===== src/verilog/cpuCtrl_consts.svh =====
// Widths and bit positions assume the 16-bit core with an 8-bit opcode/condition byte
`ifndef CPU_CTRL_CONSTS_SVH
`define CPU_CTRL_CONSTS_SVH

// Instruction byte fields
`define CPU_OPCODE_WIDTH 5
`define CPU_COND_WIDTH 3

// Status register
`define CPU_FLAG_WIDTH 4

// Flag bit positions within the status register
`define CPU_FLAG_Z 0
`define CPU_FLAG_C 1
`define CPU_FLAG_V 2
`define CPU_FLAG_N 3

// Fetch, execute and interrupt
`define CPU_MAJOR_STATE_COUNT 3

// Cycle0 to Cycle4
`define CPU_SUBCYCLE_COUNT 5

// Interrupt request synchroniser depth, must be at least 2
`define CPU_SYNC_STAGES 2

`endif


===== src/verilog/cpuCtrlPkg.sv =====
// Encodings here must match the assembler; only the opcodes kept in this core are listed
`include "cpuCtrl_consts.svh"

package cpuCtrlPkg;

	typedef enum logic [`CPU_OPCODE_WIDTH-1:0] {
		OpAdd = 5'd0, OpAddI, OpAddIB, OpAdc, OpAdcI,
		OpSub, OpSubI, OpSubIB, OpSuc, OpSucI,
		OpCmp, OpCmpI, OpAnd, OpOr, OpXor,
		OpNot, OpNand, OpNor, OpLsl, OpLsr,
		OpAsr, OpNeg, OpLui, OpLli, OpLdw,
		OpStw, OpBranch, OpInterrupt
	} opcode_t;

	typedef enum logic [`CPU_COND_WIDTH-1:0] {
		Br, Bne, Be, Blt, Bge, Bwl, Ret, Jmp
	} branchCond_t;

	// Only enable and disable remain of the interrupt group
	typedef enum logic [`CPU_COND_WIDTH-1:0] {
		IntOn = 3'd1,
		IntOff = 3'd2
	} intCode_t;

	// Same three bits, read per opcode
	typedef union packed {
		branchCond_t branch;
		intCode_t intCode;
	} condField_u;

	typedef struct packed {
		opcode_t opcode;
		condField_u cond;
	} instrByte_t;

	typedef enum logic [$clog2(`CPU_MAJOR_STATE_COUNT)-1:0] {
		Fetch, Execute, Interrupt
	} majorState_t;

	typedef enum logic [$clog2(`CPU_SUBCYCLE_COUNT)-1:0] {
		Cycle0, Cycle1, Cycle2, Cycle3, Cycle4
	} subCycle_t;

	typedef enum logic [1:0] {Pc1, PcAluOut, PcSysbus, PcInt} pcSelect_t;
	typedef enum logic {Op1Rd1, Op1Pc} op1Select_t;
	typedef enum logic [1:0] {Op2Imm, Op2Rd2, Op2Zero} op2Select_t;
	typedef enum logic {ImmShort, ImmLong} immSelect_t;
	typedef enum logic [1:0] {Rs1Ra, Rs1Rd, Rs1Sp} rs1Select_t;
	typedef enum logic {RwRd, RwSp} rwSelect_t;
	typedef enum logic {WdAlu, WdSys} wdSelect_t;
	typedef enum logic {LrSys, LrPc} lrSelect_t;
	typedef enum logic {NoOverride, SubOverride} aluOverride_t;

	typedef struct packed {
		pcSelect_t PcSel;
		op1Select_t Op1Sel;
		op2Select_t Op2Sel;
		immSelect_t ImmSel;
		rs1Select_t Rs1Sel;
		rwSelect_t RwSel;
		wdSelect_t WdSel;
		lrSelect_t LrSel;
		aluOverride_t AluOR;
		logic AluEn;
		logic AluWe;
		logic LrEn;
		logic LrWe;
		logic PcEn;
		logic PcWe;
		logic IrWe;
		logic RegWe;
	} datapathCtrl_t;

	// Memory strobes, the n-prefixed ones are active low
	typedef struct packed {
		logic Ale;
		logic nMe;
		logic nOe;
		logic nWe;
		logic MemEn;
		logic Enb;
	} memoryCtrl_t;

endpackage


===== src/verilog/controlDecode.sv =====
// Outputs are combinational from state and the held instruction byte; nWait is not looked at here
`timescale 1ns/1ps

module controlDecode (
	input cpuCtrlPkg::majorState_t state,
	input cpuCtrlPkg::subCycle_t subCycle,
	input cpuCtrlPkg::instrByte_t instr,
	input logic branchTaken,
	output cpuCtrlPkg::datapathCtrl_t datapath,
	output cpuCtrlPkg::memoryCtrl_t memory,
	output logic statusWe,
	output logic intEnable,
	output logic intDisable
);

	import cpuCtrlPkg::*;

	always_comb begin
		// Zero selects are Pc1, Op1Rd1, Op2Imm, Rs1Ra, RwRd, WdAlu, LrSys and NoOverride
		datapath = '0;
		datapath.ImmSel = ImmLong;
		memory = '{Ale: 1'b0, nMe: 1'b1, nOe: 1'b1, nWe: 1'b1, MemEn: 1'b0, Enb: 1'b0};
		statusWe = 1'b0;
		intEnable = 1'b0;
		intDisable = 1'b0;
		case (state)
			Fetch: begin
				case (subCycle)
					Cycle0: begin
						memory.Ale = 1'b1;
						datapath.PcEn = 1'b1;
					end
					Cycle1: begin
						memory.nMe = 1'b0;
						memory.MemEn = 1'b1;
						datapath.PcEn = 1'b1;
					end
					Cycle2: begin
						memory.nMe = 1'b0;
						memory.nOe = 1'b0;
						memory.MemEn = 1'b1;
						memory.Enb = 1'b1;
						datapath.IrWe = 1'b1;
					end
					default:
						datapath.PcEn = 1'b1;
				endcase
			end
			Execute: begin
				case (subCycle)
					Cycle4: begin
						case (instr.opcode)
							OpLdw,
							OpStw: begin
								// Effective address first
								datapath.ImmSel = ImmShort;
								datapath.AluEn = 1'b1;
								datapath.AluWe = 1'b1;
							end
							OpLui,
							OpLli: begin
								datapath.Rs1Sel = Rs1Rd;
								datapath.AluEn = 1'b1;
								datapath.RegWe = 1'b1;
								datapath.PcWe = 1'b1;
							end
							OpBranch: begin
								case (instr.cond.branch)
									Ret: begin
										datapath.LrEn = 1'b1;
										datapath.PcSel = PcSysbus;
									end
									Jmp: begin
										datapath.ImmSel = ImmShort;
										datapath.AluEn = 1'b1;
										datapath.PcSel = PcAluOut;
									end
									default: begin
										// PC relative target
										datapath.Op1Sel = Op1Pc;
										datapath.AluEn = 1'b1;
										if (branchTaken)
											datapath.PcSel = PcAluOut;
										if (branchTaken && instr.cond.branch == Bwl) begin
											datapath.LrWe = 1'b1;
											datapath.LrSel = LrPc;
										end
									end
								endcase
								datapath.PcWe = 1'b1;
							end
							OpInterrupt: begin
								datapath.PcEn = 1'b1;
								datapath.PcWe = 1'b1;
								intEnable = instr.cond.intCode == IntOn;
								intDisable = instr.cond.intCode == IntOff;
							end
							default: begin
								// ALU, compare and shift group
								datapath.AluEn = 1'b1;
								datapath.PcEn = 1'b1;
								datapath.PcWe = 1'b1;
								datapath.RegWe = !(instr.opcode inside {OpCmp, OpCmpI});
								statusWe = 1'b1;
								if (instr.opcode inside {OpAdd, OpAdc, OpSub, OpSuc, OpCmp,
										OpAnd, OpOr, OpXor, OpNand, OpNor})
									datapath.Op2Sel = Op2Rd2;
								if (instr.opcode inside {OpAddI, OpSubI, OpCmpI, OpLsl, OpLsr, OpAsr})
									datapath.ImmSel = ImmShort;
								if (instr.opcode inside {OpAddIB, OpSubIB})
									datapath.Rs1Sel = Rs1Rd;
							end
						endcase
					end
					Cycle0: begin
						memory.Ale = 1'b1;
						datapath.ImmSel = ImmShort;
						datapath.AluEn = 1'b1;
					end
					Cycle1: begin
						// Pass Rd through the ALU for store data
						memory.nMe = 1'b0;
						memory.MemEn = instr.opcode == OpLdw;
						datapath.Op2Sel = Op2Zero;
						datapath.Rs1Sel = Rs1Rd;
						datapath.AluEn = 1'b1;
						datapath.AluWe = 1'b1;
					end
					Cycle2: begin
						memory.nMe = 1'b0;
						if (instr.opcode == OpLdw) begin
							memory.nOe = 1'b0;
							memory.MemEn = 1'b1;
							memory.Enb = 1'b1;
							datapath.WdSel = WdSys;
							// Rewrites harmlessly while nWait holds Cycle2
							datapath.RegWe = 1'b1;
						end else begin
							datapath.Op2Sel = Op2Zero;
							datapath.AluEn = 1'b1;
						end
					end
					default: begin
						datapath.PcWe = 1'b1;
						if (instr.opcode == OpStw) begin
							memory.nWe = 1'b0;
							datapath.Op2Sel = Op2Zero;
							datapath.AluEn = 1'b1;
						end else begin
							datapath.PcEn = 1'b1;
						end
					end
				endcase
			end
			default: begin
				// Interrupt entry pushes the PC below SP
				datapath.Rs1Sel = Rs1Sp;
				datapath.Op2Sel = Op2Zero;
				case (subCycle)
					Cycle4: begin
						intDisable = 1'b1;
						datapath.AluOR = SubOverride;
						datapath.AluEn = 1'b1;
						datapath.AluWe = 1'b1;
						datapath.RwSel = RwSp;
						datapath.RegWe = 1'b1;
					end
					Cycle0: begin
						memory.Ale = 1'b1;
						datapath.AluOR = SubOverride;
						datapath.AluEn = 1'b1;
					end
					Cycle1: begin
						memory.nMe = 1'b0;
						datapath.AluEn = 1'b1;
					end
					Cycle2: begin
						memory.nMe = 1'b0;
						datapath.PcEn = 1'b1;
					end
					default: begin
						datapath.PcEn = 1'b1;
						datapath.PcSel = PcInt;
						datapath.PcWe = 1'b1;
					end
				endcase
			end
		endcase
	end

endmodule


===== src/verilog/controlTop.sv =====
// opcodeCond must come from the instruction register and stay stable through execute
`timescale 1ns/1ps
`include "cpuCtrl_consts.svh"

module controlTop (
	input logic Clock,
	input logic nReset,
	input cpuCtrlPkg::instrByte_t opcodeCond,
	input logic [`CPU_FLAG_WIDTH-1:0] flags,
	input logic nIrq,
	input logic nWait,
	output cpuCtrlPkg::datapathCtrl_t datapath,
	output cpuCtrlPkg::memoryCtrl_t memory,
	output logic [`CPU_FLAG_WIDTH-1:0] statusReg,
	output logic carryFlag
);

	cpuCtrlPkg::majorState_t state;
	cpuCtrlPkg::subCycle_t subCycle;
	logic intReq;
	logic intEnable;
	logic intDisable;
	logic statusWe;
	logic branchTaken;

	irqSync i_irqSync (.Clock, .nReset, .nIrq, .intEnable, .intDisable, .intReq);

	statusFlags i_statusFlags (.Clock, .nReset, .flags, .statusWe, .cond(opcodeCond.cond),
		.statusReg, .branchTaken);

	cycleSequencer i_cycleSequencer (.Clock, .nReset, .opcode(opcodeCond.opcode), .intReq,
		.nWait, .state, .subCycle);

	controlDecode i_controlDecode (.state, .subCycle, .instr(opcodeCond), .branchTaken,
		.datapath, .memory, .statusWe, .intEnable, .intDisable);

	// Carry into the ALU for ADC and SUC
	assign carryFlag = statusReg[`CPU_FLAG_C];

endmodule


===== src/verilog/cycleSequencer.sv =====
// opcode must be held by the instruction register from Execute Cycle4 to the end of the instruction
`timescale 1ns/1ps

module cycleSequencer (
	input logic Clock,
	input logic nReset,
	input cpuCtrlPkg::opcode_t opcode,
	input logic intReq,
	input logic nWait,
	output cpuCtrlPkg::majorState_t state,
	output cpuCtrlPkg::subCycle_t subCycle
);

	import cpuCtrlPkg::*;

	majorState_t nextState;
	subCycle_t nextSub;

	always_ff @(posedge Clock or negedge nReset) begin
		if (!nReset) begin
			state <= Fetch;
			subCycle <= Cycle0;
		end else begin
			state <= nextState;
			subCycle <= nextSub;
		end
	end

	always_comb begin
		nextState = state;
		nextSub = subCycle;
		case (subCycle)
			Cycle0:
				nextSub = Cycle1;
			Cycle1:
				nextSub = Cycle2;
			Cycle2:
				// Memory stretches here, interrupt entry does not
				if (nWait || state == Interrupt)
					nextSub = Cycle3;
			Cycle3: begin
				if (state == Fetch) begin
					nextState = Execute;
					nextSub = Cycle4;
				end else if (state == Execute && intReq) begin
					nextState = Interrupt;
					nextSub = Cycle4;
				end else begin
					nextState = Fetch;
					nextSub = Cycle0;
				end
			end
			Cycle4: begin
				if (state != Execute || opcode inside {OpLdw, OpStw}) begin
					nextSub = Cycle0;
				end else if (intReq && opcode != OpInterrupt) begin
					nextState = Interrupt;
				end else begin
					// Single-cycle op finishes here
					nextState = Fetch;
					nextSub = Cycle0;
				end
			end
			default: begin
				nextState = Fetch;
				nextSub = Cycle0;
			end
		endcase
	end

endmodule


===== src/verilog/irqSync.sv =====
// nIrq may be fully asynchronous; a request pulse shorter than one clock period can be missed
`timescale 1ns/1ps
`include "cpuCtrl_consts.svh"

module irqSync (
	input logic Clock,
	input logic nReset,
	input logic nIrq,
	input logic intEnable,
	input logic intDisable,
	output logic intReq
);

	logic [`CPU_SYNC_STAGES-1:0] syncReg;
	logic enableFlag;

	always_ff @(posedge Clock or negedge nReset) begin
		if (!nReset) begin
			syncReg <= '0;
			enableFlag <= 1'b0;
		end else begin
			// Pin is active low
			syncReg <= {syncReg[`CPU_SYNC_STAGES-2:0], ~nIrq};
			// Disable wins if both arrive together
			if (intDisable)
				enableFlag <= 1'b0;
			else if (intEnable)
				enableFlag <= 1'b1;
		end
	end

	assign intReq = syncReg[`CPU_SYNC_STAGES-1] & enableFlag;

endmodule


===== src/verilog/statusFlags.sv =====
// flags must be valid in the cycle where statusWe is high; branchTaken is meaningless for RET and JMP
`timescale 1ns/1ps
`include "cpuCtrl_consts.svh"

module statusFlags (
	input logic Clock,
	input logic nReset,
	input logic [`CPU_FLAG_WIDTH-1:0] flags,
	input logic statusWe,
	input cpuCtrlPkg::condField_u cond,
	output logic [`CPU_FLAG_WIDTH-1:0] statusReg,
	output logic branchTaken
);

	import cpuCtrlPkg::*;

	logic zeroFlag;
	logic signMatch;

	always_ff @(posedge Clock or negedge nReset) begin
		if (!nReset)
			statusReg <= '0;
		else if (statusWe)
			statusReg <= flags;
	end

	assign zeroFlag = statusReg[`CPU_FLAG_Z];

	// Signed compare result, N xor V gives less-than
	assign signMatch = statusReg[`CPU_FLAG_N] == statusReg[`CPU_FLAG_V];

	always_comb begin
		case (cond.branch)
			Br,
			Bwl:
				branchTaken = 1'b1;
			Bne:
				branchTaken = !zeroFlag;
			Be:
				branchTaken = zeroFlag;
			Blt:
				branchTaken = !signMatch;
			Bge:
				branchTaken = signMatch;
			// Unconditional transfers are decoded elsewhere
			default:
				branchTaken = 1'b0;
		endcase
	end

endmodule

===== config.mk =====
export PLATFORM = sky130hd
export DESIGN_NAME = controlTop
export DESIGN_NICKNAME = d
export VERILOG_FILES = /design/src/verilog/cpuCtrlPkg.sv /design/src/verilog/controlDecode.sv /design/src/verilog/controlTop.sv /design/src/verilog/cycleSequencer.sv /design/src/verilog/irqSync.sv /design/src/verilog/statusFlags.sv
export VERILOG_INCLUDE_DIRS = /design/src /design/src/verilog
export SDC_FILE = /design/constraint.sdc
export NUM_CORES = 1
export LEC_CHECK = 0
export BUFFER_PORTS_ARGS = -buffer_cell sky130_fd_sc_hd__buf_2
export CAP_MARGIN = 15
export CELL_PAD_IN_SITES_DETAIL_PLACEMENT = 1
export CELL_PAD_IN_SITES_GLOBAL_PLACEMENT = 1
export CORE_ASPECT_RATIO = 1.75
export CORE_MARGIN = 3
export CORE_UTILIZATION = 34
export DETAILED_ROUTE_END_ITERATION = 10
export GPL_TIMING_DRIVEN = 0
export PLACE_DENSITY = 0.82
export SLEW_MARGIN = 25
export SYNTH_ARGS = -nofsm -noshare
export SYNTH_HDL_FRONTEND = slang
export SYNTH_SLANG_ARGS = --single-unit

===== constraint.sdc =====
create_clock -name Clock -period 2 [get_ports Clock]
set_input_delay 0.1 -clock Clock [delete_from_list [all_inputs] [get_ports Clock]]
set_output_delay 0.1 -clock Clock [all_outputs]
set_load 0.005 [all_outputs]

=== Word-level counts from Yosys, hierarchy flattened ===
Index checks and enable logic that the tools add are counted.

* Register bits after elaboration: 12
* Input bits: 16
* Logic and storage cells: 180

* Equal/unequal tests: 42
* Multiplexer cells: 95
* Bitwise operators: 3
* Reductions and logical operators: 35

{| class="wikitable"
|+ Operator list
! kind !! number
|-
| == test 5 bit (second input constant) || 11
|-
| two-way mux 1 bit || 49
|-
| case mux 2 bit (2 select lines) || 9
|-
| == test 5 x 4 -> 1 bit (second input constant) || 6
|-
| two-way mux 2 bit || 13
|-
| case mux 1 bit (2 select lines) || 11
|-
| two-way mux 3 bit || 7
|-
| OR reduction 2 bit || 8
|-
| == test 3 bit (second input constant) || 5
|-
| == test 5 x 3 -> 1 bit (second input constant) || 3
|-
| case mux 3 bit (5 select lines) || 1
|-
| == test 3 x 2 -> 1 bit (second input constant) || 4
|-
| == test 5 x 2 -> 1 bit (second input constant) || 2
|-
| nonzero test 10 bit || 1
|-
| OR reduction 3 bit || 3
|-
| case mux 2 bit (4 select lines) || 1
|-
| nonzero test 2 bit || 4
|-
| OR reduction 4 bit || 2
|-
| == test 3 x 1 -> 1 bit (second input constant) || 2
|-
| logical NOT 3 bit || 2
|-
| case mux 1 bit (3 select lines) || 2
|-
| case mux 2 bit (3 select lines) || 1
|-
| nonzero test 6 bit || 1
|-
| OR reduction 6 bit || 1
|-
| 18 further kinds || 26
|}

=== Logic depth before layout (Yosys ltp) ===
* Depth after elaboration: 9
* Gate-level depth with buffers: 7
* Mapped depth without buffers: 4

=== Modules after synthesis ===
Synthesis repeated with hierarchy kept, for this count alone.

* Cells, all modules: 159
* Area total of the unflattened synthesis: 1330.0 µm²

{| class="wikitable"
|+ Modules (own cells, without submodules)
! module !! instances !! cells each !! area an instance (µm²)
|-
| controlDecode || 1 || 108 || 745.7
|-
| cycleSequencer || 1 || 29 || 289.0
|-
| statusFlags || 1 || 15 || 192.7
|-
| irqSync || 1 || 6 || 95.1
|-
| controlTop || 1 || 1 || 7.5
|}

=== Least setup slack after synthesis ===
Ideal clock, no wire load.

* Kind: reg2out
* Start: reg i_cycleSequencer.subCycle[1]
* End: out datapath[9] (netlist bit)
* Arrival time: 1.467 ns
* Setup slack: 0.433 ns
* Stages on the path, launching flop included: 8
* Buffers on the path: 3
* Path through: dfrtp_1 -> buf_6 -> nor3b_4 -> and2_1 -> buf_6 -> nand2_2 -> nor3_1 -> buf_4

{| class="wikitable"
|+ RTL lines
! item !! line !! source
|-
| from (decl) || cycleSequencer.sv:11 || <nowiki>output cpuCtrlPkg::subCycle_t subCycle</nowiki>
|-
| from (signal assigned) || cycleSequencer.sv:22 || <nowiki>subCycle <= Cycle0;</nowiki>
|-
| from (signal assigned) || cycleSequencer.sv:25 || <nowiki>subCycle <= nextSub;</nowiki>
|-
| to (decl) || controlTop.sv:12 || <nowiki>output cpuCtrlPkg::datapathCtrl_t datapath,</nowiki>
|}

==> summary.md <==
| Metric | Value |
|---|---|
| Fin crit share | 94.2% |
| Port-buffer cells | 43 |
| Data arrival, critical path | 1.78 ns |
| Post-Syn Instances | 160 |
| Pins Over Slew Limit | 0 |
| Tmin final | around 1.9 ns |
| Residual DRC | 0 |
| Ports | between 40 and 50 |
| Row cnt | 28 |
| # Max-Cap Violations | 0 |
| Final Hold Viols | 0 |
| Layout cell share with drive strength beyond 1 | 32.4% |
| RSZ-0062 raised after global routing | no |
| Multi-input logic area | about 820 um2 |
| Die X | 51.7 um |
| Final Total Pwr | approximately 0.0019 W |
| TritonCTS buffer count | 3 |
| CP Capture Type | output port |
| Die height | between 80 and 90 um |
| GP Congestion | ~0.84 |
| Gr usage total | between 10% and 20% |
| Register clock-pin slew on the reported worst setup and hold paths | approximately 0.05 ns |
| WHS Path Cells | 2 |
| DR vias/cell | about 5.3 |
| Sequential share of the synthesized area | approximately a quarter |
| Global route overflow | 0 |
| Syn nets | roughly 180 |
| Largest net degree at the start of global routing | 13 |
| Nets | between 200 and 250 |
| Crit path to | datapath[14] |
| CTS Sinks | 12 |
| Slew HR | about two thirds |
| Flops & latches, synth | 12 |
| Core ar. | roughly 3400 um2 |
| FILL cells | 462 |
| Reg-to-reg startpoint | i_cycleSequencer.subCycle[1] |
| YS warnings | 0 |
| Worst slew pin tran | roughly 0.48 ns |
| Register area | ~300 um2 |
| Crit. Startpoint | i_cycleSequencer.subCycle[0] |
| Initial antenna violation count | 0 |
| Clock Skews | 0.00371 ns |
| Worst skew pair latency | ~0.24 ns |
| 1st-iter DRT viols | 16 |
| Initial core utilization | 36.1% |
| DR WL/cell | between 15 and 20 um |
| Synth Cell Area | around 1200 um2 |
| Setup CP Type | flip-flop to output port |
| Antenna viol nets, final | 0 |
| Final setup fails | 0 |
| First-pass GRT wire length | between 6000 and 7000 um |
| Synth cell types | 52 |
| Max Freq | about 530 MHz |
| Synth area leader | dfrtp_1 |
| Status | finished clean |
| Die area | 4440 um2 |
| Lkg Pwr | 0.788 nW |
| CTS root buf | clkbuf_8 |
| Setup TNS Final | 0 ns |
| Reg2Reg Capture Point | i_statusFlags.statusReg[2] |
| Worst R2R Setup Slack | 0.44 ns |
| R2R cell count | 6 |
| Synth Area per Inst | 7.75 um2 |
| Commonest non-fill, non-tap cells in the layout | buf_2 (46), a21oi_1 (14), nor2_1 (13) |
| EDFF count, synth | 0 |
| Hold WC Path Type | input port to flip-flop |
| Most used flip-flop cell after synthesis | dfrtp_1 |
| Most common cell after layout, fill and taps aside | buf_2 |
| Critical Path RT | between 1.5 and 2 ns |
| Vias in the first global route | 1422 |
| Area Overhead vs Synth | 29.3% |
| Worst vdd ir | ~0.70 mV |
| Dominant cells by area after synthesis | dfrtp_1 (24%), a21oi_1 (5.7%), mux2_4 (4.8%), o21ai_0 (4.4%), nor2_1 (3.9%) |
| Final HPWL DP | about 3100 um |
| Ant. Diodes | 0 |
| Largest fanout on the critical path | 10 |
| Critical Path Source Type | flip-flop |
| CTS max path bufs | 2 |
| Yosys top cell area share | about 24% |
| CTS tree | yes |
| Pwr/cell area | 1170 nW/um2 |
| H-tree depth | 1 |
| Drt total wl | 4000 um |
| First-pass DRT Iterations | 4 |
| Ys async rst share | 100% |
| Vias | about 1400 |
where the power goes:
part           leakage, nW  internal (W)  switching [W]
Sequential           0.148      0.000323      0.0000750
Clock               0.0288      0.000174      0.0000911
Combinational        0.612      0.000530       0.000677
Total                0.788       0.00103       0.000843
state kept, by name, indices dropped and copies added (netlist names):
signal                     flops
i_statusFlags.statusReg        4
i_irqSync.syncReg              2
i_cycleSequencer.state         2
i_cycleSequencer.subCycle      3
i_irqSync.enableFlag           1
worst min-delay path by stage:
stage,startpoint,to
after floorplan,nReset,i_cycleSequencer.state[0]
after global placement,nReset,i_cycleSequencer.subCycle[0]
after detailed placement,nReset,i_cycleSequencer.subCycle[0]
after CTS,flags[3],i_statusFlags.statusReg[3]
after global routing,flags[3],i_statusFlags.statusReg[3]
final,flags[3],i_statusFlags.statusReg[3]
cell type report:
cell class              instances  share of cell area [%]
multi-input cells             121                    50.9
flip-flops and latches         12                    18.8
repair buffers                 46                    15.1
plain buffers                  17                    5.85
well taps                      45                    3.51
clock buffers                   4                    3.43
inverters                      10                    2.34
cell families after synthesis:
family	Yosys count	synth area share [%]
AND/OR/NAND/NOR	63	31.5
XOR/XNOR	3	2.12
AO/OA/AOI/OAI	49	25.1
flip-flops	12	24.2
multiplexers	6	6.46
buffers and inverters	27	10.6
synthesized netlist by cell type, types with 2 or more instances:
master     n
a211oi_1   3
a21o_1     2
a21oi_1   14
a31oi_1    3
a32oi_1    2
and2_1     3
and3_1     2
buf_2      3
buf_4      3
buf_6      2
clkbuf_1   9
dfrtp_1   12
inv_1     10
mux2_4     4
mux2i_1    2
nand2_1    9
nand2b_1   2
nand3_1    2
nand3b_1   2
nor2_1    13
nor2b_1    3
nor3_1     8
nor3b_1    4
nor4b_1    2
o21ai_0   11
o31ai_1    2
xor2_1     3
per-stage QoR:
| step | instance area [um2] | hold WS, ns | utilization [%] | std cells | worst slack [ns] |
|---|---|---|---|---|---|
| final | 1600 | 0.0889 | 46.7 | 255 | 0.115 |
| after global placement | 1510 | -0.00503 | 44.0 | 248 | 0.179 |
| after floorplan | 1240 | -0.196 | - | 160 | 0.433 |
| after CTS | 1590 | 0.0842 | 46.4 | 254 | 0.0435 |
| after global routing | 1600 | 0.0896 | 46.7 | 255 | 0.0220 |
| after detailed placement | 1510 | -0.000635 | 44.0 | 248 | 0.176 |
routing by layer:
| metal | up-vias | part of all wire [%] | GRT usage (%) |
|---|---|---|---|
| li1 | 673 | - | - |
| met1 | 640 | 41 | 21.2 |
| met2 | 39 | 54 | 34.6 |
| met3 | 6 | 3.5 | 2.43 |
| met4 | 0 | 1.7 | 6.92 |
| met5 | - | 0 | 0 |
worst max-delay path, cell delays in order, from the launching register on:
cell and delay (ns):
dfrtp_2 0.44, buf_4 0.18, nor2_1 0.31, nand2_1 0.14, a211oi_1 0.24, a21oi_1 0.10, buf_2 0.13
timing repair:
action                                  in CTS  in global routing
setup buffers                                0                  1
pin swaps                                    0                  2
hold buffers                                 2                  0
endpoints found under the setup margin       2                  2
gates resized for setup                      2                  1
endpoints found under the hold margin       13                  0
(Power assumes the default switching activity.)
